<file path="config.mk">
export PLATFORM = sky130hd
export DESIGN_NAME = hist_readout
export DESIGN_NICKNAME = d
export VERILOG_FILES = /design/src/rtl/hist_pkg.sv /design/src/rtl/hist_readout.sv
export SDC_FILE = /design/constraint.sdc
export NUM_CORES = 1
export LEC_CHECK = 0
export BUFFER_PORTS_ARGS = -buffer_cell sky130_fd_sc_hd__buf_2
export CAP_MARGIN = 10
export CORE_MARGIN = 4
export CORE_UTILIZATION = 48
export DETAILED_ROUTE_END_ITERATION = 8
export GPL_ROUTABILITY_DRIVEN = 1
export MAX_ROUTING_LAYER = met4
export PLACE_DENSITY = 0.84
export SYNTH_ARGS = -nofsm -noshare
export SYNTH_HDL_FRONTEND = slang
export SYNTH_SLANG_ARGS = --single-unit
</file>
<file path="constraint.sdc">
create_clock -name pclk -period 4.25 [get_ports pclk]
set_clock_uncertainty 0.2 [all_clocks]
set_input_delay 0.2125 -clock pclk [delete_from_list [all_inputs] [get_ports pclk]]
set_output_delay 0.2125 -clock pclk [all_outputs]
set_load 0.02 [all_outputs]
</file>
<file path="src/rtl/hist_pkg.sv">
//####################
// histogram package
// bin, pixel and window widths, readout FSM states
//####################

package hist_pkg;

    typedef logic [7:0]  pix_t;      // sensor pixel value
    typedef logic [1:0]  color_t;    // bayer color index
    typedef logic [9:0]  bin_addr_t; // {color, pixel} within one bank
    typedef logic [15:0] coord_t;    // window coordinate or size minus one

    localparam int NUM_BINS = 1024; // 4 colors x 256 values
    localparam int ACC_LAT  = 3;    // pixel valid to bin write

    typedef enum logic [1:0] {
        RO_IDLE,   // nothing to send, waits for a finished frame
        RO_STREAM, // issuing bin reads while credits allow
        RO_DONE    // last read issued, draining the read pipe
    } ro_state_t;

endpackage

</file>
<file path="src/rtl/hist_readout.sv">
//####################
// readout, one-deep frame queue and credit-counted streaming
//####################

module hist_readout #(
    parameter int BIN_W   = 20,
    parameter int CREDITS = 4
) (
    input  logic                pclk,
    input  logic                hist_rst_pclk,
    input  logic                acc_done_i,
    input  logic                acc_bank_i,   // bank just finished
    input  logic [BIN_W-1:0]    ro_data_i,
    input  logic                credit_i,
    input  logic                busy_i,
    output logic                ro_bank_o,
    output hist_pkg::bin_addr_t ro_addr_o,
    output logic                ro_rd_en_o,
    output logic                queue_full_o,
    output logic [BIN_W-1:0]    hist_data_o,
    output logic                hist_valid_o,
    output logic                hist_last_o
);

    localparam int CRD_W = $clog2(CREDITS + 1);

    hist_pkg::ro_state_t state;
    logic                q_valid;  // finished frame waiting
    logic                q_bank;
    logic [CRD_W-1:0]    credits;
    logic [1:0]          en_d;     // reads in flight
    logic [1:0]          last_d;
    logic                last_addr;
    logic                pop;

    assign last_addr    = (ro_addr_o == hist_pkg::bin_addr_t'(hist_pkg::NUM_BINS - 1));
    assign pop          = (state == hist_pkg::RO_IDLE) && q_valid && !busy_i;
    assign ro_rd_en_o   = (state == hist_pkg::RO_STREAM) && (credits != '0);
    assign queue_full_o = q_valid;
    assign hist_data_o  = ro_data_i;
    assign hist_valid_o = en_d[1];
    assign hist_last_o  = en_d[1] && last_d[1];

    always_ff @(posedge pclk) begin
        if (hist_rst_pclk) begin
            state     <= hist_pkg::RO_IDLE;
            q_valid   <= 1'b0;
            q_bank    <= 1'b0;
            ro_bank_o <= 1'b0;
            ro_addr_o <= '0;
            credits   <= CRD_W'(CREDITS);
            en_d      <= '0;
            last_d    <= '0;
        end else begin
            en_d    <= {en_d[0], ro_rd_en_o};
            last_d  <= {last_d[0], last_addr};
            credits <= credits - CRD_W'(ro_rd_en_o) + CRD_W'(credit_i); // word out, credit back

            // a push in the pop cycle refills the queue
            if (acc_done_i) begin
                q_valid <= 1'b1;
                q_bank  <= acc_bank_i;
            end else if (pop) begin
                q_valid <= 1'b0;
            end

            case (state)
                hist_pkg::RO_IDLE: begin
                    if (pop) begin
                        state     <= hist_pkg::RO_STREAM;
                        ro_bank_o <= q_bank;
                        ro_addr_o <= '0;
                    end
                end
                hist_pkg::RO_STREAM: begin
                    if (ro_rd_en_o) begin              // holds address without credits
                        ro_addr_o <= ro_addr_o + 10'd1;
                        if (last_addr) state <= hist_pkg::RO_DONE;
                    end
                end
                hist_pkg::RO_DONE: begin
                    if (en_d == 2'b00) state <= hist_pkg::RO_IDLE; // last word sent
                end
                default: state <= hist_pkg::RO_IDLE;
            endcase
        end
    end

endmodule

</file>
-- Word-level counts from Yosys, hierarchy flattened
Cells that the tools add are included.
- word-level logic and storage cells: 41
- flip-flop bits (word level): 22
- output and inout port bits: 35
- add/subtract/negate cells: 3
- reductions and logical operators: 13
- multiplexer cells: 10
- equal/unequal tests: 7
- operators with widths (operator ; number):
    $mux W10 ; 2
    $pmux W10 S2 ; 1
    $add A10 B1 Y10 const B ; 1
    $eq A10 B10 Y1 const B ; 1
    $mux W2 ; 4
    $ne A2 B2 Y1 const B ; 4
    $pmux W2 S3 ; 1
    $logic_and A1 B1 Y1 ; 4
    $logic_not A2 Y1 ; 2
    $reduce_and A4 Y1 ; 1
    $reduce_bool A2 Y1 ; 2
    $add A3 B1 Y3 ; 1
    $reduce_and A3 Y1 ; 1
    $reduce_bool A3 Y1 ; 1
    $sub A3 B1 Y3 ; 1
    $eq A2 B1 Y1 const B ; 1
    $eq A2 B2 Y1 const B ; 1
    $mux W1 ; 2
    $reduce_and A2 Y1 ; 1
    $logic_not A1 Y1 ; 1

-- Depth between registers and ports, before layout
- depth in word-level cells: 5
- depth in mapped cells: 12
- gate-level depth less buffers: 11

-- Worst setup path before layout
OpenSTA, ideal clock, no wires.
- path kind: register -> register
- start: reg credits[0]
- end: reg credits[2]
- setup time: 0.117 ns
- slack: 1.677 ns
- period minus slack after synthesis: 2.573 ns
- path buffers: 1
- data arrival time: 2.256 ns
- required time: 3.933 ns
- stages on the path, launching flop included: 13
- cells stage by stage: dfxtp_1 or3_1 buf_6 nand2_4 inv_1 ha_1 inv_1 ha_1 inv_1 fa_1 xor2_1 xnor2_1 nand2b_1
- cells in the longest elaborated chain, start to end: 4
- RTL lines (element ; RTL line ; source):
    start, declared ; hist_readout.sv:30 ; logic [CRD_W-1:0] credits;
    start signal, assigned ; hist_readout.sv:51 ; credits <= CRD_W'(CREDITS);
    start signal, assigned ; hist_readout.sv:57 ; credits <= credits - CRD_W'(ro_rd_en_o) + CRD_W'(credit_i);
    $reduce_bool A3 Y1 ; hist_readout.sv:38 ; assign ro_rd_en_o = (state == hist_pkg::RO_STREAM) && (credits != '0);
    $logic_and A1 B1 Y1 ; hist_readout.sv:38 ;
    named net ro_rd_en_o ; hist_readout.sv:18 ; output logic ro_rd_en_o,
    $sub A3 B1 Y3 ; hist_readout.sv:57 ;
    $add A3 B1 Y3 ; hist_readout.sv:57 ;
The timed path passes the listed nets, and every way through them passes these cells.
A chain may end at the register's enable or synchronous reset.

-- Worst setup path after layout
- start: reg credits[0]
- end: reg credits[2]
- cells in the longest elaborated chain, start to end: 4
- RTL lines (element ; RTL line):
    $reduce_bool A3 Y1 ; hist_readout.sv:38
    $logic_and A1 B1 Y1 ; hist_readout.sv:38
    $sub A3 B1 Y3 * ; hist_readout.sv:57
    $add A3 B1 Y3 * ; hist_readout.sv:57
Mark *: on every way between the ends. The rest lies on a longest branch, timed or not.

==> results.md <==
* Status: finished, final reports clean
* CP endpoint kind: flop
* Fin crit share at 0.639
* Area contributors post-synth: dfxtp_1 37%, buf_4 13%, nor2_1 3.5%, ha_1 3.2%, nand3_1 3.0%
* Worst-path cell chain: or3_1 -> nand2_4 -> inv_1 -> ha_1 -> inv_1 -> ha_1 -> inv_1 -> fa_1 -> xor2_1 -> xnor2_1 -> nand2b_1
* Most used cell, CP: inv_1
* Setup TNS at 0 ns
* Antenna-violating nets left at 0
* Num CTS Buffers at 3
* Critical path peak fanout at 7
* WP buf/inv at 3
* DR WL/cell at 13.9 um
* YS warnings at 0
* WP data required at around 4.3 ns
* IO Port Bufs at 20
* Antenna Cells at 0
* Syn Nets at 160
* RSZ-0062 raised after global routing: false
* Deepest level of the CTS H-tree at 1
* Most frequent cells in the layout: 22 x dfxtp_1, 20 x buf_2, 11 x nor2_1
* Setup slack, reg-to-reg at ~1.5 ns
* Largest net degree at the start of global routing at 24
* Startpoint of the worst register-to-register path: credits[0]
* Number of placed cells counting well taps at 155
* Row count at 17
* Setup crit start: credits[0]
* DR vias at a little under 900
* Ports at 61
* Post-synthesis average cell area at 9.05 um2
* Slowest cell on crit path: or3_1
* Non-filler cells, final at between 150 and 200
* FMAX at 368 MHz
* Hold crit path type: in -> reg
* Vias per cell at 5.43
* Post-DP HPWL at roughly 1600 um
* Maximum vdd ir drop at 0.229 mV
* Synth cell types at 36
* First-pass GRT wire length at ~3900 um
* Initial Util at 0.517
* Core Box Area at ~2300 um2
* FF+latch count, synth at 22
* Seq/Total Area, Yosys at 0.374
* Chip width at ~58 um
* CTS tree: done
* Die ar. at about 3300 um2
* Worst skew pair latency at 0.30 ns
* Cell family with most CP delay: adder cells
* Hold Startpoint: credit_i
* Net count, final at between 150 and 200
* Final setup violation count at 0
* Synth Instances at 130
* Die H at between 50 and 60 um
* Slowest cell delay on critical path at about 0.52 ns
* Post_cts resized at 0
* Final GP Congestion at just under 0.9
* Final WL at 2250 um
* Overflow after GRT at 0
* Period minus WS final at 2.72 ns
* Max Cap Viol at 0
* Final Hold Fails at 0
* Static Leak at 0.521 nW
* Worst-path clk slew at between 0.1 and 0.15 ns
* Share of cells above drive strength 1 at 0.216
* Post-synth top area cell: dfxtp_1
* DRC errors left at 0
* Hold path depth at 3
* Vias in the first global route at roughly 860
* WP data arrival at 2.72 ns
* Cell Pwr Density at roughly 390 nW/um2
* Final Util at 0.538
* Slew of the pin with the lowest slew margin at 0.595 ns
* Clock tree sinks at 22
* Crit path launch type: flop
* Max-slew violation count at 0
* Mapped cell area at approximately 1200 um2
* Most common cell after layout, fill and taps aside: dfxtp_1
* Worst Reg-to-Reg Cells at 11
* Worst R2R End: credits[2]
* Layout Area Growth over Synthesis at 4.15%
* Hold Crit Endpoint: credits[0]
* Max_slew headroom at 0.601
* Post-synth top area share at 0.374
* Drt first pass iters at 4
* CP Class: reg -> reg
* Gr usage total at 0.154
* Initial antenna violation count at 0
* Root Buffer Master: clkbuf_4
* Clk buf depth at 2
* Initial detailed-routing violation count at 26
final cells by class:
cell class              count  area, um2
flip-flops and latches     22        440
repair buffers             23        130
well taps                  28       35.0
multi-input cells          80        548
clock buffers               3       22.5
clock inverters             1       30.0
inverters                   5       18.8
fillers                   205       1050
metrics by stage:
stage               cell area (um2)  hold WS [ns]  total power [mW]  setup slack [ns]
floorplan                      1180         0.142             0.340              1.68
global placement               1140         0.217             0.321              1.65
detailed placement             1140         0.225             0.326              1.55
CTS                            1220        0.0529             0.486              1.54
global route                   1220        0.0588             0.505              1.38
finish                         1220        0.0533             0.481              1.53
synthesized netlist by cell type, drive strengths merged:
library cell	number
nor2b	4
o21ai	2
nand4	3
xor2	3
dfxtp	22
a211oi	2
xnor2	2
and2	1
and2b	1
or3	3
clkbuf	2
mux2i	2
and4	3
o31ai	1
inv	5
ha	3
nor4b	2
nor3b	1
nor2	11
nand3b	1
nand2b	3
buf	21
nor3	7
and3	1
a21o	1
a31oi	2
nand4b	1
nand2	6
nand3	7
a21oi	6
fa	1
kinds of logic after synthesis:
| logic type | after synthesis | synth area share |
|---|---|---|
| and+or+nand+nor | 55 | 0.279 |
| buffers and inverters | 28 | 0.160 |
| DFF | 22 | 0.374 |
| xor gates and xnor gates | 5 | 0.0372 |
| muxes | 2 | 0.0170 |
| adders and majority gates | 4 | 0.0489 |
| AOI/OAI and AO/OA | 14 | 0.0840 |
worst max-delay path by stage:
stage / end / slack, ns / cells after the start
5_1_grt: credits[2] / 1.38 / 11
6_report: credits[2] / 1.53 / 11
4_1_cts: credits[2] / 1.54 / 11
3_3_place_gp: credits[2] / 1.65 / 11
3_5_place_dp: credits[2] / 1.55 / 11
2_1_floorplan: credits[2] / 1.68 / 12
power by group:
group | internal [mW] | switching (mW)
sequential | 0.220 | 0.0138
combinational | 0.0377 | 0.0526
clock | 0.0953 | 0.0615
total | 0.353 | 0.128
flip-flops by register name, summed over array words and instances (netlist names):
register and flops:
credits 3, en_d 2, ro_addr_o 10, queue_full_o 1, q_bank 1, ro_bank_o 1
last_d 2, state 2
worst min-delay path, stage by stage:
cell and delay, ns:
buf_2 0.08, ha_1 0.12, nor2b_1 0.11
per-layer routing:
metal  wire [um]  up-vias  GRT usage
met5           0        -          -
met4          82        0      0.139
met3         131       14     0.0204
met2        1060       27      0.216
met1         975      401      0.187
li1            -      438          -
timing repair:
| item | in CTS | in global routing |
|---|---|---|
| endpoints found under the hold margin | 2 | 0 |
| hold buffers | 3 | 0 |
| setup buffers | 0 | 0 |
(Power assumes the default switching activity.)
