--- src/rtl/hist_pkg.sv ---
//####################
// histogram package
// bin, pixel and window widths, readout FSM states
//####################

package hist_pkg;

    typedef logic [7:0]  pix_t;      // sensor pixel value
    typedef logic [1:0]  color_t;    // bayer color index
    typedef logic [9:0]  bin_addr_t; // {color, pixel} within one bank
    typedef logic [15:0] coord_t;    // window coordinate or size minus one

    localparam int NUM_BINS = 1024; // 4 colors x 256 values
    localparam int ACC_LAT  = 3;    // pixel valid to bin write

    typedef enum logic [1:0] {
        RO_IDLE,   // nothing to send, waits for a finished frame
        RO_STREAM, // issuing bin reads while credits allow
        RO_DONE    // last read issued, draining the read pipe
    } ro_state_t;

endpackage

--- src/rtl/hist_pix_if.sv ---
//####################
// windowed pixel bus, window stage to accumulator
//####################

interface hist_pix_if;

    logic                valid;      // one in-window pixel
    hist_pkg::bin_addr_t addr;       // {color, pixel value}
    logic                bank;       // bank being accumulated
    logic                frame_done; // single cycle, window finished

    modport win_mp (
        output valid,
        output addr,
        output bank,
        output frame_done
    );

    modport acc_mp (
        input valid,
        input addr,
        input bank,
        input frame_done
    );

endinterface

--- src/rtl/hist_accum.sv ---
//####################
// bin accumulator
// read, increment with saturation, write back, same-bin forwarding
//####################

module hist_accum #(
    parameter int BIN_W = 20
) (
    input  logic                pclk,
    input  logic                hist_rst_pclk,
    hist_pix_if.acc_mp          pix_i,
    input  logic [BIN_W-1:0]    rd_data_i,  // two cycles after rd_addr_o
    output hist_pkg::bin_addr_t rd_addr_o,
    output hist_pkg::bin_addr_t wr_addr_o,
    output logic                bank_o,
    output logic                wr_en_o,
    output logic [BIN_W-1:0]    wr_data_o,
    output logic                acc_done_o
);

    localparam int LAT = hist_pkg::ACC_LAT;

    logic                v1;
    logic                v2;
    logic                v4;  // bin written last cycle
    hist_pkg::bin_addr_t a1;
    hist_pkg::bin_addr_t a2;
    hist_pkg::bin_addr_t a4;
    logic [BIN_W-1:0]    d4;
    logic [BIN_W-1:0]    cur; // freshest count of the bin at stage 2
    logic [BIN_W-1:0]    nxt;
    logic [LAT:1]        bank_d;
    logic [LAT-1:0]      done_d;

    assign rd_addr_o = pix_i.addr; // read issued in the valid cycle

    // bank follows the write stage; reads of a new frame start long after a switch
    assign bank_o = bank_d[LAT];

    assign acc_done_o = done_d[LAT-1]; // pipeline drained by now

    // the memory misses the two newest writes, so take them from the pipe
    always_comb begin
        if (wr_en_o && (wr_addr_o == a2)) begin
            cur = wr_data_o;  // being written this cycle
        end else if (v4 && (a4 == a2)) begin
            cur = d4;         // written one cycle ago
        end else begin
            cur = rd_data_i;
        end
    end

    assign nxt = (&cur) ? cur : cur + BIN_W'(1); // stick at all ones

    always_ff @(posedge pclk) begin
        if (hist_rst_pclk) begin
            v1      <= 1'b0;
            v2      <= 1'b0;
            wr_en_o <= 1'b0;
            v4      <= 1'b0;
            bank_d  <= '0;
            done_d  <= '0;
        end else begin
            v1      <= pix_i.valid;
            v2      <= v1;
            wr_en_o <= v2;      // ACC_LAT cycles after valid
            v4      <= wr_en_o;
            bank_d  <= {bank_d[LAT-1:1], pix_i.bank};
            done_d  <= {done_d[LAT-2:0], pix_i.frame_done};
        end
    end

    always_ff @(posedge pclk) begin
        a1        <= pix_i.addr;
        a2        <= a1;
        wr_addr_o <= a2;
        a4        <= wr_addr_o;
        wr_data_o <= nxt;
        d4        <= wr_data_o;
    end

endmodule

--- src/flat_wrapper.sv ---
// flat-port wrapper written by rule: the top's interface ports become plain ports
module hist_accum_flat 
#(
    parameter int BIN_W = 20
)
  (pclk, hist_rst_pclk, rd_data_i, rd_addr_o, wr_addr_o, bank_o, wr_en_o, wr_data_o, acc_done_o, pix_i_valid, pix_i_addr, pix_i_bank, pix_i_frame_done);
  hist_pix_if pix_i_i ();
  input  logic pclk;
  input  logic hist_rst_pclk;
  input  logic [BIN_W-1:0] rd_data_i;
  output hist_pkg::bin_addr_t rd_addr_o;
  output hist_pkg::bin_addr_t wr_addr_o;
  output logic bank_o;
  output logic wr_en_o;
  output logic [BIN_W-1:0] wr_data_o;
  output logic acc_done_o;
  input wire logic [$bits(pix_i_i.valid)-1:0] pix_i_valid;
  input wire logic [$bits(pix_i_i.addr)-1:0] pix_i_addr;
  input wire logic [$bits(pix_i_i.bank)-1:0] pix_i_bank;
  input wire logic [$bits(pix_i_i.frame_done)-1:0] pix_i_frame_done;
  assign pix_i_i.valid = pix_i_valid;
  assign pix_i_i.addr = pix_i_addr;
  assign pix_i_i.bank = pix_i_bank;
  assign pix_i_i.frame_done = pix_i_frame_done;
  hist_accum #(.BIN_W(BIN_W)) u_core (.pclk(pclk), .hist_rst_pclk(hist_rst_pclk), .pix_i(pix_i_i), .rd_data_i(rd_data_i), .rd_addr_o(rd_addr_o), .wr_addr_o(wr_addr_o), .bank_o(bank_o), .wr_en_o(wr_en_o), .wr_data_o(wr_data_o), .acc_done_o(acc_done_o));
endmodule
--- config.mk ---
export PLATFORM = sky130hd
export DESIGN_NAME = hist_accum_flat
export DESIGN_NICKNAME = d
export VERILOG_FILES = /design/src/rtl/hist_pkg.sv /design/src/rtl/hist_pix_if.sv /design/src/rtl/hist_accum.sv /design/src/flat_wrapper.sv
export SDC_FILE = /design/constraint.sdc
export NUM_CORES = 1
export LEC_CHECK = 0
export CAP_MARGIN = 40
export CORE_MARGIN = 3
export CORE_UTILIZATION = 25
export CTS_CLUSTER_DIAMETER = 120
export DETAILED_ROUTE_END_ITERATION = 6
export DONT_BUFFER_PORTS = 1
export GPL_ROUTABILITY_DRIVEN = 0
export SKIP_LAST_GASP = 1
export SLEW_MARGIN = 10
export SYNTH_ARGS = -nofsm -noshare
export SYNTH_HDL_FRONTEND = slang
export SYNTH_SLANG_ARGS = --single-unit
--- constraint.sdc ---
create_clock -name pclk -period 5.27 [get_ports pclk]
set_input_delay 0.2635 -clock pclk [delete_from_list [all_inputs] [get_ports pclk]]
set_output_delay 0.2635 -clock pclk [all_outputs]
set_load 0.02 [all_outputs]
; Word-level counts from Yosys, hierarchy flattened
; Index checks and enable logic that the tools add are counted.
[classes]
n_reduce_logical = 3
muxes = 3
add_sub_neg = 1
eq_ne = 2
[op_table]
columns = operator, n
row1 = $mux W20, 3
row2 = $add A20 B1 Y20 const B, 1
row3 = $eq A10 B10 Y1, 2
row4 = $reduce_and A20 Y1, 1
row5 = $logic_and A1 B1 Y1, 2
[word_totals]
register_bits = 90

; Logic depth before layout (Yosys ltp)
[depth]
ltp_word = 6
mapped_depth = 13

; Worst setup path before layout
; Ideal clock, no wire load.
[synth_timing]
path_type = register to register
from = register u_core.wr_addr_o[5]
to = register u_core.wr_data_o[19]
t_required_ns = 5.147
arrival_time_ns = 2.889
path_slack_ns = 2.258
stages_incl_launch_ff = 11
path_buffers = 2
setup_time_ns = 0.123
period_less_slack_ns = 3.012
path_cell_list = dfxtp_1 -> xnor2_1 -> nand4_1 -> or3_1 -> clkbuf_1 -> clkbuf_1 -> a31o_1 -> or2_1 -> or4_4 -> nor3_2 -> mux2_1
[synth_via]
elab_chain_cells = 5
[synth_rtl]
columns = element, line
row1 = start: declaration, hist_accum.sv:14  ; output hist_pkg::bin_addr_t wr_addr_o,
row2 = start signal: assignment, hist_accum.sv:76  ; wr_addr_o <= a2;
row3 = $eq A10 B10 Y1 *, hist_accum.sv:44  ; if (wr_en_o && (wr_addr_o == a2)) begin
row4 = $logic_and A1 B1 Y1 *, hist_accum.sv:44
row5 = $mux W20 *, hist_accum.sv:44
row6 = $add A20 B1 Y20 or $reduce_and A20 Y1 (tied branches), hist_accum.sv:53  ; assign nxt = (&cur) ? cur : cur + BIN_W'(1);
row7 = $mux W20 *, hist_accum.sv:53
row8 = named net u_core.nxt[19], hist_accum.sv:31  ; logic [BIN_W-1:0] nxt;
row9 = end signal: assignment, hist_accum.sv:78  ; wr_data_o <= nxt;
row10 = end: declaration, hist_accum.sv:17  ; output logic [BIN_W-1:0] wr_data_o,
; Mark *: on every way through the listed nets, which the timed path passes. The rest lies on a longest branch.
; A chain may end at the register's enable or synchronous reset.

; Worst setup path in the final report
[layout_timing]
from = register u_core.wr_addr_o[0]
to = register u_core.wr_data_o[12]
; The elaborated chain is that of the path after synthesis.

==> results.toml <==
[detailed_routing]
drc = 0
wl_per_cell_um = 14.8
wl_um = 7310
vias_per_cell = 4.44
vias = 2195
ant_nets = 0
drtIter0Drc = 124
dr.pass1.iters = 4

[worst_setup_path]
crit_fanout = 24
crit_buf_inv = 0
worstPathCellList = "xnor2_1, nand4_1, or3_1, a31oi_1, ha_1, and3_1, nand4_1, nor3b_1, xor2_1"
criticalPathCategory = "register to register"
cp_common_cell = "nand4_1"
crit_path_max_incr_delay_ns = 0.74
critPathSlowestCell = "or3_1"
arrival_ns = 3.86
worstPathRequired_ns = 5.49
cpLargestDelayFamily = "simple AND/OR/NAND/NOR gates"
start_kind = "register"
crit_path_end_kind = "register"
crit_start = "u_core.wr_addr_o[0]$_DFF_P_"
crit-reg2reg-launch = "u_core.wr_addr_o[0]$_DFF_P_"

[logic_synthesis]
synth-seq-area-share = 0.550
netlist-cell-type-count = 46
netlist_top_cells_count = "90 x dfxtp_1, 28 x xnor2_1, 27 x nand2_1"
synth_cells = 312
synthMostInstantiatedCell = "dfxtp_1"
syn-num-nets = 348
netlist.area_leader.share = 0.550
synthArstFlopShare = 0
synth-edff-count = 0
synth_flop_cell = "dfxtp_1"
synth.cell_area_um2 = 3280
synthTopCellsByArea = "dfxtp_1 55%, xnor2_1 7.5%, nand2_1 3.1%, mux2i_1 3.1%, nand3_1 3.1%"
yosysWarnings = 0
synth_area_leader_cell = "dfxtp_1"
synth_area_per_cell_um2 = 10.5
ys_ff_latch = 90

[sta]
hold_slack_ns = 0.0517
maxSlewHeadroom = 0.454
tns_ns = 0
finalMaxSlewViolations = 0
setup_viol = 0
tightest_slew_ns = 0.819
rsz0062_at_grt = "false"
finalClockSkew_ns = 0.00406
period_share = 0.690
layout_setup_ws_ns = 1.63
hold_violations = 0
fmax_ghz = 0.275
min_period_ns = 3.64

[finish]
drive_gt1_frac = 0.0745
num_antenna_cells = 0
area_growth_pct = 15.6
fin_nets = 353
final_cell_area_um2 = 3790

[floorplanning]
start_util = 0.257
die_w_um = 120
fp.dieArea_um2 = 14500
io_pins = 78
core-area_um2 = 12700
fp-row-count = 41
chipHeight_um = 120

[clocking]
ctsResizeCount = 0
cts.sinks = 90
post-cts-setup-buffers = 0
path_clk_slew_ns = 0.06
cts_buffers = 9
cts-htree-levels = 3
ctsLongestPathBuffers = 2
clock_latency_ns = 0.34
clockRootBuffer = "clkbuf_16"
cts_tree = "built"
hold_buffers = 11

[global_route]
grt_pass1_wl_um = 11400
grt_pass1_vias = 2156
grt_overflow = 0
grt_max_degree = 25
grtUsageTotal = 0.104
antenna_found_initial = 0

[pwr]
power.density_nw_per_um2 = 381
vdd_drop_max_mv = 0.288
p_leak_nw = 1.37

[place]
pre_cts_ws_ns = 1.58
detailed_place.area_um2 = 3390
hpwl_um = 5500
portBuffers = 0

[hold_path]
min-delay-start = "pix_i_valid"
min_path_type = "input port to register"

[outcome]
status = "finished, final reports clean"

[run]
drv_cap = 0
==> metrics by stage <==
stage                util  power [mW]  cells
floorplan               -       0.834    312
global placement    0.266       0.842    466
detailed placement  0.267       0.844    467
CTS                 0.298        1.46    494
global route        0.298        1.51    494
finish              0.298        1.44    494
==> cell usage in the layout, fill, tap and decap left out, types with 2 or more instances in the layout <==
cell type,instances
a211oi_1,4
nand3_1,20
inv_6,3
clkbuf_16,9
and4_1,2
mux2i_1,10
nand2b_1,2
o21ai_0,7
o21a_1,2
a21oi_1,7
a31oi_1,5
nand4bb_1,2
xnor2_1,28
o31ai_1,3
nand4_1,16
and3_1,2
nor4_1,3
dfxtp_1,90
xor2_1,6
o31a_1,3
nand2_1,27
nor3_1,4
dlygate4sd3_1,11
nor2b_1,11
or3_1,2
nor3b_1,4
mux2_1,2
nor2_1,15
==> worst register-to-register path: stages, from the launching register on <==
cell and delay [ns]:
dfxtp_1 0.48, xnor2_1 0.21, nand4_1 0.21, or3_1 0.75
a31oi_1 0.41, ha_1 0.26, and3_1 0.30, nand4_1 0.43
nor3b_1 0.31, xor2_1 0.16
==> registers in the layout, summed over array words and instances (netlist names) <==
signal and count:
u_core.d4 20, u_core.wr_data_o 20, u_core.a1 10, u_core.a2 10, u_core.a4 10, u_core.wr_addr_o 10, u_core.bank_d 3, u_core.done_d 3
u_core.v1 1, u_core.v2 1, u_core.v4 1, u_core.wr_en_o 1
==> final timing paths <==
check	to	slack [ns]	cells after the start
max	u_core.wr_data_o[12]$_DFF_P_	1.63	9
min reg2reg	u_core.a2[8]$_DFF_P_	0.33	0
min	u_core.v1$_SDFF_PP0_	0.05	1
max reg2reg	u_core.wr_data_o[12]$_DFF_P_	1.63	9
==> metal layers <==
metal,track usage,vias to the layer above,routed length (µm)
li1,-,1099,-
met1,0.121,1016,3160
met2,0.156,73,3200
met3,0.0688,7,865
met4,0.0297,0,88
met5,0,-,0
==> kinds of logic after synthesis <==
| kind of cell | Yosys count | synth area share |
|---|---|---|
| multiplexers | 13 | 0.0409 |
| adder cells (fa/ha/maj) | 1 | 0.00382 |
| AND/OR/NAND/NOR | 119 | 0.204 |
| buffers and inverters | 19 | 0.0363 |
| flip-flops | 90 | 0.550 |
| AO/OA/AOI/OAI | 36 | 0.0745 |
| XOR/XNOR | 34 | 0.0909 |
==> layout make-up <==
cell class / instances / area [µm²]
fill: 1367 / 8930
sequential: 90 / 1800
multi-input combinational: 203 / 1360
clock buffer: 10 / 239
tap: 172 / 215
timing repair buffer: 13 / 129
clock inverter: 6 / 47.5
==> report_power, final <==
part	switching (mW)	internal [mW]
Sequential	0.0447	0.719
Combinational	0.0362	0.0352
Clock	0.271	0.337
Total	0.352	1.09
Power figures use the tool's default switching activity.
