**config.mk**
```make
export PLATFORM = sky130hd
export DESIGN_NAME = hist_window_flat
export DESIGN_NICKNAME = d
export VERILOG_FILES = /design/src/rtl/hist_pkg.sv /design/src/rtl/hist_pix_if.sv /design/src/rtl/hist_window.sv /design/src/flat_wrapper.sv
export SDC_FILE = /design/constraint.sdc
export NUM_CORES = 1
export LEC_CHECK = 0
export BUFFER_PORTS_ARGS = -buffer_cell sky130_fd_sc_hd__buf_4
export CAP_MARGIN = 25
export CORE_MARGIN = 2
export CORE_UTILIZATION = 55
export CTS_BUF_LIST = sky130_fd_sc_hd__clkbuf_4 sky130_fd_sc_hd__clkbuf_8 sky130_fd_sc_hd__clkbuf_16
export DETAILED_ROUTE_END_ITERATION = 8
export PLACE_DENSITY = 0.76
export REMOVE_ABC_BUFFERS = 1
export SLEW_MARGIN = 20
export SYNTH_ARGS = -nofsm -noshare
export SYNTH_HDL_FRONTEND = slang
export SYNTH_SLANG_ARGS = --single-unit
```
**constraint.sdc**
```tcl
create_clock -name pclk -period 6.99 [get_ports pclk]
set_input_delay 0.3495 -clock pclk [delete_from_list [all_inputs] [get_ports pclk]]
set_output_delay 0.3495 -clock pclk [all_outputs]
set_load 0.01 [all_outputs]
```
**src/rtl/hist_pkg.sv**
```systemverilog
//####################
// histogram package
// bin, pixel and window widths, readout FSM states
//####################

package hist_pkg;

    typedef logic [7:0]  pix_t;      // sensor pixel value
    typedef logic [1:0]  color_t;    // bayer color index
    typedef logic [9:0]  bin_addr_t; // {color, pixel} within one bank
    typedef logic [15:0] coord_t;    // window coordinate or size minus one

    localparam int NUM_BINS = 1024; // 4 colors x 256 values
    localparam int ACC_LAT  = 3;    // pixel valid to bin write

    typedef enum logic [1:0] {
        RO_IDLE,   // nothing to send, waits for a finished frame
        RO_STREAM, // issuing bin reads while credits allow
        RO_DONE    // last read issued, draining the read pipe
    } ro_state_t;

endpackage

```
**src/rtl/hist_pix_if.sv**
```systemverilog
//####################
// windowed pixel bus, window stage to accumulator
//####################

interface hist_pix_if;

    logic                valid;      // one in-window pixel
    hist_pkg::bin_addr_t addr;       // {color, pixel value}
    logic                bank;       // bank being accumulated
    logic                frame_done; // single cycle, window finished

    modport win_mp (
        output valid,
        output addr,
        output bank,
        output frame_done
    );

    modport acc_mp (
        input valid,
        input addr,
        input bank,
        input frame_done
    );

endinterface

```
**src/rtl/hist_window.sv**
```systemverilog
//####################
// frame and window tracker
// finds in-window pixels, bayer color, bank and frame end
//####################

module hist_window #(
    parameter logic [1:0] BAYER_XOR = 2'b00 // line parity in bit 1, column in bit 0
) (
    input  logic             pclk,
    input  logic             hist_rst_pclk,
    input  logic             sof_i,
    input  logic             eof_i,
    input  logic             hact_i,
    input  hist_pkg::pix_t   pix_i,
    input  hist_pkg::coord_t left_i,
    input  hist_pkg::coord_t top_i,
    input  hist_pkg::coord_t width_m1_i,
    input  hist_pkg::coord_t height_m1_i,
    input  logic             hist_en_i,
    input  logic             queue_full_i,
    hist_pix_if.win_mp       pix_o
);

    hist_pkg::coord_t left_q;   // window copy, taken at sof
    hist_pkg::coord_t top_q;
    logic [16:0]      right_q;  // last column, one bit wider against overflow
    logic [16:0]      bottom_q; // last line

    hist_pkg::coord_t line_cnt; // line index from frame start
    hist_pkg::coord_t col_cnt;  // column of the current pixel
    hist_pkg::color_t color;
    logic             hact_d;
    logic             frame_act; // accepted frame, window not finished
    logic             accept;
    logic             line_end;
    logic             in_win;
    logic             done_set;

    assign accept   = sof_i && hist_en_i && !queue_full_i;
    assign line_end = hact_d && !hact_i;

    assign in_win = (line_cnt >= top_q) && ({1'b0, line_cnt} <= bottom_q) &&
                    (col_cnt >= left_q) && ({1'b0, col_cnt} <= right_q);

    // after the last window line, or eof for a window taller than the frame
    assign done_set = frame_act &&
                      (eof_i || (line_end && ({1'b0, line_cnt} == bottom_q)));

    assign color = {line_cnt[0] ^ BAYER_XOR[1], col_cnt[0] ^ BAYER_XOR[0]};

    always_ff @(posedge pclk) begin
        if (accept) begin
            left_q   <= left_i;
            top_q    <= top_i;
            right_q  <= 17'(left_i) + 17'(width_m1_i);
            bottom_q <= 17'(top_i) + 17'(height_m1_i);
        end
        pix_o.addr <= hist_pkg::bin_addr_t'({color, pix_i});
    end

    always_ff @(posedge pclk) begin
        if (hist_rst_pclk) begin
            hact_d           <= 1'b0;
            frame_act        <= 1'b0;
            line_cnt         <= '0;
            col_cnt          <= '0;
            pix_o.valid      <= 1'b0;
            pix_o.frame_done <= 1'b0;
            pix_o.bank       <= 1'b0;
        end else begin
            hact_d  <= hact_i;
            col_cnt <= hact_i ? col_cnt + 16'd1 : '0; // restarts every line

            if (sof_i)         line_cnt <= '0;
            else if (line_end) line_cnt <= line_cnt + 16'd1;

            if (accept)        frame_act <= 1'b1;
            else if (done_set) frame_act <= 1'b0;

            pix_o.valid      <= frame_act && hact_i && in_win;
            pix_o.frame_done <= done_set;

            // toggles the cycle after frame_done
            if (pix_o.frame_done) pix_o.bank <= ~pix_o.bank;
        end
    end

endmodule

```
**src/flat_wrapper.sv**
```systemverilog
// flat-port wrapper written by rule: the top's interface ports become plain ports
module hist_window_flat 
#(
    parameter logic [1:0] BAYER_XOR = 2'b00                                         
)
  (pclk, hist_rst_pclk, sof_i, eof_i, hact_i, pix_i, left_i, top_i, width_m1_i, height_m1_i, hist_en_i, queue_full_i, pix_o_valid, pix_o_addr, pix_o_bank, pix_o_frame_done);
  hist_pix_if pix_o_i ();
  input  logic pclk;
  input  logic hist_rst_pclk;
  input  logic sof_i;
  input  logic eof_i;
  input  logic hact_i;
  input  hist_pkg::pix_t pix_i;
  input  hist_pkg::coord_t left_i;
  input  hist_pkg::coord_t top_i;
  input  hist_pkg::coord_t width_m1_i;
  input  hist_pkg::coord_t height_m1_i;
  input  logic hist_en_i;
  input  logic queue_full_i;
  output wire logic [$bits(pix_o_i.valid)-1:0] pix_o_valid;
  output wire logic [$bits(pix_o_i.addr)-1:0] pix_o_addr;
  output wire logic [$bits(pix_o_i.bank)-1:0] pix_o_bank;
  output wire logic [$bits(pix_o_i.frame_done)-1:0] pix_o_frame_done;
  assign pix_o_valid = pix_o_i.valid;
  assign pix_o_addr = pix_o_i.addr;
  assign pix_o_bank = pix_o_i.bank;
  assign pix_o_frame_done = pix_o_i.frame_done;
  hist_window #(.BAYER_XOR(BAYER_XOR)) u_core (.pclk(pclk), .hist_rst_pclk(hist_rst_pclk), .sof_i(sof_i), .eof_i(eof_i), .hact_i(hact_i), .pix_i(pix_i), .left_i(left_i), .top_i(top_i), .width_m1_i(width_m1_i), .height_m1_i(height_m1_i), .hist_en_i(hist_en_i), .queue_full_i(queue_full_i), .pix_o(pix_o_i));
endmodule
```
# After elaboration in Yosys (flattened, before gate mapping)

Index checks and enable logic that the tools add are counted.

Add/sub/neg operators: 4
Order comparisons: 4
Equal/unequal tests: 1
Multiplexer cells: 2
Bitwise operators: 2
Reductions and logical operators: 16

Operators with widths:

| kind                                           | number |
|---|---|
| adder 16 x 16 -> 17 bit                        | 2 |
| <= comparator 16 x 17 -> 1 bit                 | 2 |
| adder 16 x 1 -> 16 bit (second input constant) | 2 |
| >= comparator 16 bit                           | 2 |
| equality test 16 x 17 -> 1 bit                 | 1 |
| logical AND 1 bit                              | 10 |
| OR reduction 2 bit                             | 2 |
| logical NOT 1 bit                              | 2 |
| 2-to-1 mux 1 bit                               | 2 |
| NOT 1 bit                                      | 2 |
| nonzero test 2 bit                             | 1 |
| logical OR 1 bit                               | 1 |

Register bits: 113
Output and inout port bits: 13

# Logic depth before layout (Yosys ltp)

Depth after elaboration: 7
Mapped depth: 10

# Least setup slack after synthesis

Ideal clock, no wire load.

Path kind: input port to flip-flop
From: input sof_i
To: register u_core.bottom_q[0] (enable)
Arrival time: 3212 ps
Data required time: 6496 ps
Path slack: 3284 ps
Stages on the path: 2
Buffers on the path: 0
Path through: nand2_1 > nor2_1

Longest elaborated chain between the ends: 2

Ends and longest elaborated chain:

| element                        | RTL line           | text |
|---|---|---|
| start: declaration             | flat_wrapper.sv:10 | `input logic sof_i;` |
| logical AND 1 bit (2 in a row) | hist_window.sv:39  | `assign accept = sof_i && hist_en_i && !queue_full_i;` |
| via u_core.accept              | hist_window.sv:34  | `logic accept;` |
| end signal: assignment         | hist_window.sv:56  | `bottom_q <= 17'(top_i) + 17'(height_m1_i);` |
| end: declaration               | hist_window.sv:27  | `logic [16:0] bottom_q;` |

The timed path passes the listed nets, and every way through them passes these cells.
A chain may end at the register's enable or synchronous reset.

# Worst setup path after layout

From: register u_core.line_cnt[0]
To: register u_core.pix_o.valid

Longest elaborated chain between the ends: 5
Elaborated cells on any way between the ends: 6

Ends and longest elaborated chain:

| element                                                                       | RTL line          | text |
|---|---|---|
| start: declaration                                                            | hist_window.sv:29 | `hist_pkg::coord_t line_cnt;` |
| start signal: assignment                                                      | hist_window.sv:75 | `else if (line_end) line_cnt <= line_cnt + 16'd1;` |
| <= comparator 16 x 17 -> 1 bit / >= comparator 16 bit (equally long branches) | hist_window.sv:42 | `assign in_win = (line_cnt >= top_q) && ({1'b0, line_cnt} <= bottom_q) &&` |
| logical AND 1 bit * (2 in a row)                                              | hist_window.sv:42 |  |
| logical AND 1 bit *                                                           | hist_window.sv:43 | `(col_cnt >= left_q) && ({1'b0, col_cnt} <= right_q);` |
| logical AND 1 bit *                                                           | hist_window.sv:80 | `pix_o.valid <= frame_act && hact_i && in_win;` |
| end signal: assignment                                                        | hist_window.sv:80 |  |
| end: declaration                                                              | hist_pix_if.sv:13 | `output valid,` |

Mark *: on every way between the ends. The rest lies on a longest branch, timed or not.

==> impl_metrics.xml <==
<?xml version="1.0" encoding="UTF-8"?>
<metrics>
  <group name="hold_path">
    <metric name="worst_case_hold_path_end_point" unit="">u_core.pix_o.addr[6]</metric>
    <metric name="hold_path_depth" unit="">1</metric>
    <metric name="worstHoldPathType" unit="">in2reg</metric>
    <metric name="origin_of_the_worst_min_delay_path" unit="">pix_i[6]</metric>
  </group>
  <group name="critical_path">
    <metric name="crit-reg2reg-capture" unit="">u_core.pix_o.valid</metric>
    <metric name="setup_slack_on_the_worst_flop_to_flop_path" unit="ns">4.58</metric>
    <metric name="endpoint_kind" unit="">register</metric>
    <metric name="worst-setup-path-type" unit="">reg2reg</metric>
    <metric name="worstRegToRegCells" unit="">9</metric>
    <metric name="crit_reg_reg_startpoint" unit="">u_core.line_cnt[0]</metric>
    <metric name="startpoint_type_of_the_worst_setup_path" unit="">register</metric>
    <metric name="timing.critical_path.arrival" unit="ns">2.71</metric>
    <metric name="worst_endpoint_required_time" unit="ns">7.30</metric>
    <metric name="critPathMaxFanout" unit="">4</metric>
  </group>
  <group name="power">
    <metric name="power_density" unit="mW/mm^2">221.7</metric>
    <metric name="clk_pwr_share" unit="">0.449</metric>
    <metric name="seq_power_share" unit="">0.428</metric>
    <metric name="internal_cell_power" unit="mW">1.353</metric>
    <metric name="total_switching_power" unit="uW">406.2</metric>
    <metric name="netSwitchingFraction" unit="">0.2309</metric>
    <metric name="p_leak" unit="nW">3.623</metric>
    <metric name="power_frac_comb" unit="">0.123</metric>
    <metric name="maximum_ir_drop_on_the_vdd_rail" unit="V">0.0001475</metric>
  </group>
  <group name="finish">
    <metric name="multi_input_area" unit="mm^2">0.003312</metric>
    <metric name="num-fill-cells" unit="">875</metric>
    <metric name="regArea" unit="mm^2">0.002923</metric>
    <metric name="synthToLayoutAreaGrowth" unit="%">21.44</metric>
    <metric name="layout.nets" unit="">915</metric>
    <metric name="layout_common_cells" unit="">98 x sky130_fd_sc_hd__ha_1, 92 x sky130_fd_sc_hd__buf_4, 76 x sky130_fd_sc_hd__inv_1</metric>
    <metric name="most_common_cell_after_layout_fill_and_taps_aside" unit="">sky130_fd_sc_hd__ha_1</metric>
    <metric name="drive_gt1_frac" unit="">0.1776</metric>
    <metric name="antenna_cells_inserted" unit="">0</metric>
  </group>
  <group name="grt">
    <metric name="grt_first_pass_wirelength" unit="mm">22.14</metric>
    <metric name="grt_start_max_net_pins" unit="">68</metric>
    <metric name="grtUsageTotal" unit="">0.2165</metric>
    <metric name="global_route.overflow_total" unit="">0</metric>
    <metric name="grt_antenna_before_repair" unit="">0</metric>
    <metric name="first_global_vias" unit="">4984</metric>
  </group>
  <group name="timing">
    <metric name="finalSetupTns" unit="ns">0</metric>
    <metric name="final_hold_viol_count" unit="">0</metric>
    <metric name="maxSlewHeadroom" unit="">0.4073</metric>
    <metric name="worst_slew_pin_slew" unit="ns">0.8890</metric>
    <metric name="final_setup_violation_count" unit="">0</metric>
    <metric name="grt_setup_unrepaired" unit="">no</metric>
    <metric name="hold_ws" unit="ns">0.04315</metric>
    <metric name="clock_skew" unit="ns">0.007670</metric>
    <metric name="layout_worst_path_cycle_share" unit="">0.3441</metric>
    <metric name="timing_max_transition_violations_final" unit="">0</metric>
    <metric name="finalWorstPathRequiredPeriod" unit="ns">2.405</metric>
    <metric name="timing.fmax" unit="MHz">415.7</metric>
  </group>
  <group name="drt">
    <metric name="detailedRoute.firstPassIterationCount" unit="">6</metric>
    <metric name="vias" unit="">4891</metric>
    <metric name="drc" unit="">2</metric>
    <metric name="ant_nets" unit="">0</metric>
    <metric name="vias_per_cell" unit="">5.483</metric>
    <metric name="starting_drc_count_in_detailed_routing" unit="">247</metric>
    <metric name="finalWirelength" unit="mm">13.31</metric>
    <metric name="wire_per_inst" unit="um">14.92</metric>
  </group>
  <group name="placement">
    <metric name="gp_congestion" unit="">0.8312</metric>
    <metric name="place.port_buffers" unit="">91</metric>
    <metric name="dp_hpwl" unit="mm">9.905</metric>
  </group>
  <group name="yosys">
    <metric name="synth_area" unit="mm^2">0.006536</metric>
    <metric name="synth_warn" unit="">0</metric>
    <metric name="synth_top_cells_by_area" unit="">sky130_fd_sc_hd__edfxtp_1 30%, sky130_fd_sc_hd__ha_1 19%, sky130_fd_sc_hd__dfxtp_1 14%</metric>
    <metric name="synth-main-ff-cell" unit="">sky130_fd_sc_hd__edfxtp_1</metric>
    <metric name="synth_async_sr_flop_share" unit="">0</metric>
    <metric name="netlist.top_cell.by_area" unit="">sky130_fd_sc_hd__edfxtp_1</metric>
    <metric name="synth_enable_flop_cells" unit="">66</metric>
    <metric name="synthCells" unit="">631</metric>
    <metric name="post-synth-top-area-fraction" unit="">0.3032</metric>
    <metric name="syn_area_per_cell" unit="um^2">10.36</metric>
    <metric name="ys_seq_elements" unit="">113</metric>
    <metric name="synth.yosys.seq_area_share" unit="">0.4472</metric>
    <metric name="synthDistinctLibCells" unit="">53</metric>
  </group>
  <group name="die">
    <metric name="fp-row-count" unit="">39</metric>
    <metric name="boundaryPins" unit="">92</metric>
    <metric name="initial_utilization" unit="">0.5676</metric>
    <metric name="die-width" unit="um">113.0</metric>
    <metric name="core_area" unit="mm^2">0.01152</metric>
    <metric name="fp.dieArea" unit="mm^2">0.01277</metric>
    <metric name="die_span_y" unit="um">113.0</metric>
  </group>
  <group name="clocking">
    <metric name="clock_transition_at_path_regs" unit="ns">0.05</metric>
    <metric name="clock_latency" unit="ns">0.41</metric>
    <metric name="clock_tree.root_cell" unit="">sky130_fd_sc_hd__clkbuf_16</metric>
    <metric name="cts_buffer_depth" unit="">2</metric>
    <metric name="cts_inserted_buffers" unit="">17</metric>
    <metric name="cts_resized" unit="">0</metric>
    <metric name="cts_setup_buffers" unit="">0</metric>
    <metric name="ctsHtreeMaxLevel" unit="">4</metric>
    <metric name="hold_buffers" unit="">0</metric>
    <metric name="cts_tree" unit="">done</metric>
    <metric name="sinks_on_clock_net" unit="">113</metric>
  </group>
  <group name="outcome">
    <metric name="violated_checks" unit="">design-rule violations</metric>
    <metric name="run_status" unit="">finished with violations</metric>
  </group>
  <group name="run">
    <metric name="max_cap_viol_count" unit="">0</metric>
  </group>
</metrics>
[critical path: stages (launching register included)]
cell and delay [ns]:
sky130_fd_sc_hd__dfxtp_1 0.39, sky130_fd_sc_hd__inv_1 0.11, sky130_fd_sc_hd__ha_1 0.29, sky130_fd_sc_hd__nand2b_1 0.13
sky130_fd_sc_hd__a2111oi_0 0.49, sky130_fd_sc_hd__nor3_1 0.13, sky130_fd_sc_hd__o31a_1 0.32, sky130_fd_sc_hd__o2111ai_1 0.18
sky130_fd_sc_hd__nand3_1 0.08, sky130_fd_sc_hd__and3_1 0.19
[worst max-delay path by stage]
stage,from,slack (ns),to,depth (start not counted)
floorplan,sof_i,3.28,u_core.bottom_q[0],2
global placement,top_i[0],4.32,u_core.bottom_q[14],11
detailed placement,top_i[0],4.27,u_core.bottom_q[14],11
CTS,u_core.line_cnt[0],4.55,u_core.pix_o.valid,9
global route,u_core.line_cnt[0],4.34,u_core.pix_o.valid,9
finish,u_core.line_cnt[0],4.58,u_core.pix_o.valid,9
[flip-flops by register name, indices dropped and copies added, names as in the netlist]
name and count:
u_core.bottom_q 17, u_core.col_cnt 16, u_core.frame_act 1, u_core.hact_d 1, u_core.left_q 16, u_core.line_cnt 16, u_core.pix_o.addr 10, u_core.pix_o.bank 1
u_core.pix_o.frame_done 1, u_core.pix_o.valid 1, u_core.right_q 17, u_core.top_q 16
[routing by layer]
layer | vias to the layer above | part of all wire | global-route usage
met4 | 0 | 0.020 | 0.09431
met2 | 127 | 0.47 | 0.3493
li1 | 2471 | - | -
met5 | - | 0 | 0
met1 | 2270 | 0.46 | 0.2793
met3 | 23 | 0.044 | 0.05142
[logic make-up (layout without fill, tap and decap cells)]
family          after synthesis  in the layout  share of synthesized area
compound gates              129            129                     0.1294
xor+xnor                     48             48                    0.06432
fa+ha+maj                   100            100                     0.1937
buf+inv                      82            200                    0.04728
flops                       113            113                     0.4472
mux                           1              1                   0.001531
simple gates                158            158                     0.1166
[cell usage after synthesis, drive strengths merged (2+ instances only)]
master and number:
ha 98, inv 76, edfxtp 66, nor2 55
dfxtp 47, a21oi 43, o21ai 29, nand2 27
xnor2 26, xor2 22, nand3 18, a21o 15
nand4 14, and3 9, nor3 9, o21a 7
a211oi 6, nor2b 6, a2111oi 5, clkbuf 5
or3 5, o21bai 4, a31oi 3, and2 3
nand2b 3, o2111ai 3, o31a 3, a221oi 2
fa 2, o31ai 2, or2 2
[power groups by stage]
stage | registers, mW | clock network (mW) | logic (mW)
after CTS | 0.752 | 0.798 | 0.217
after global placement | 0.765 | 0 | 0.206
after floorplan | 0.765 | 0 | 0.138
final | 0.752 | 0.791 | 0.216
after detailed placement | 0.765 | 0 | 0.214
after global routing | 0.754 | 0.828 | 0.244
[per-stage QoR]
stage          cells    util  cell area (um^2)  setup WS, ns  power (mW)
2_1_floorplan    625       -              6513         3.284      0.9027
3_3_place_gp     860  0.6417              7390         4.323      0.9707
3_5_place_dp     860  0.6417              7390         4.270      0.9789
4_1_cts          892  0.6893              7938         4.554       1.768
5_1_grt          892  0.6893              7938         4.338       1.826
6_report         892  0.6893              7938         4.585       1.759
[layout make-up]
cell class,count,area share
clock buffers,26,0.06526
clock inverters,6,0.003783
inverters,76,0.03594
multi-input cells,436,0.4172
flip-flops and latches,113,0.3682
well taps,143,0.02254
repair buffers,92,0.08701
Note: power is estimated with default switching activity, not from simulation.
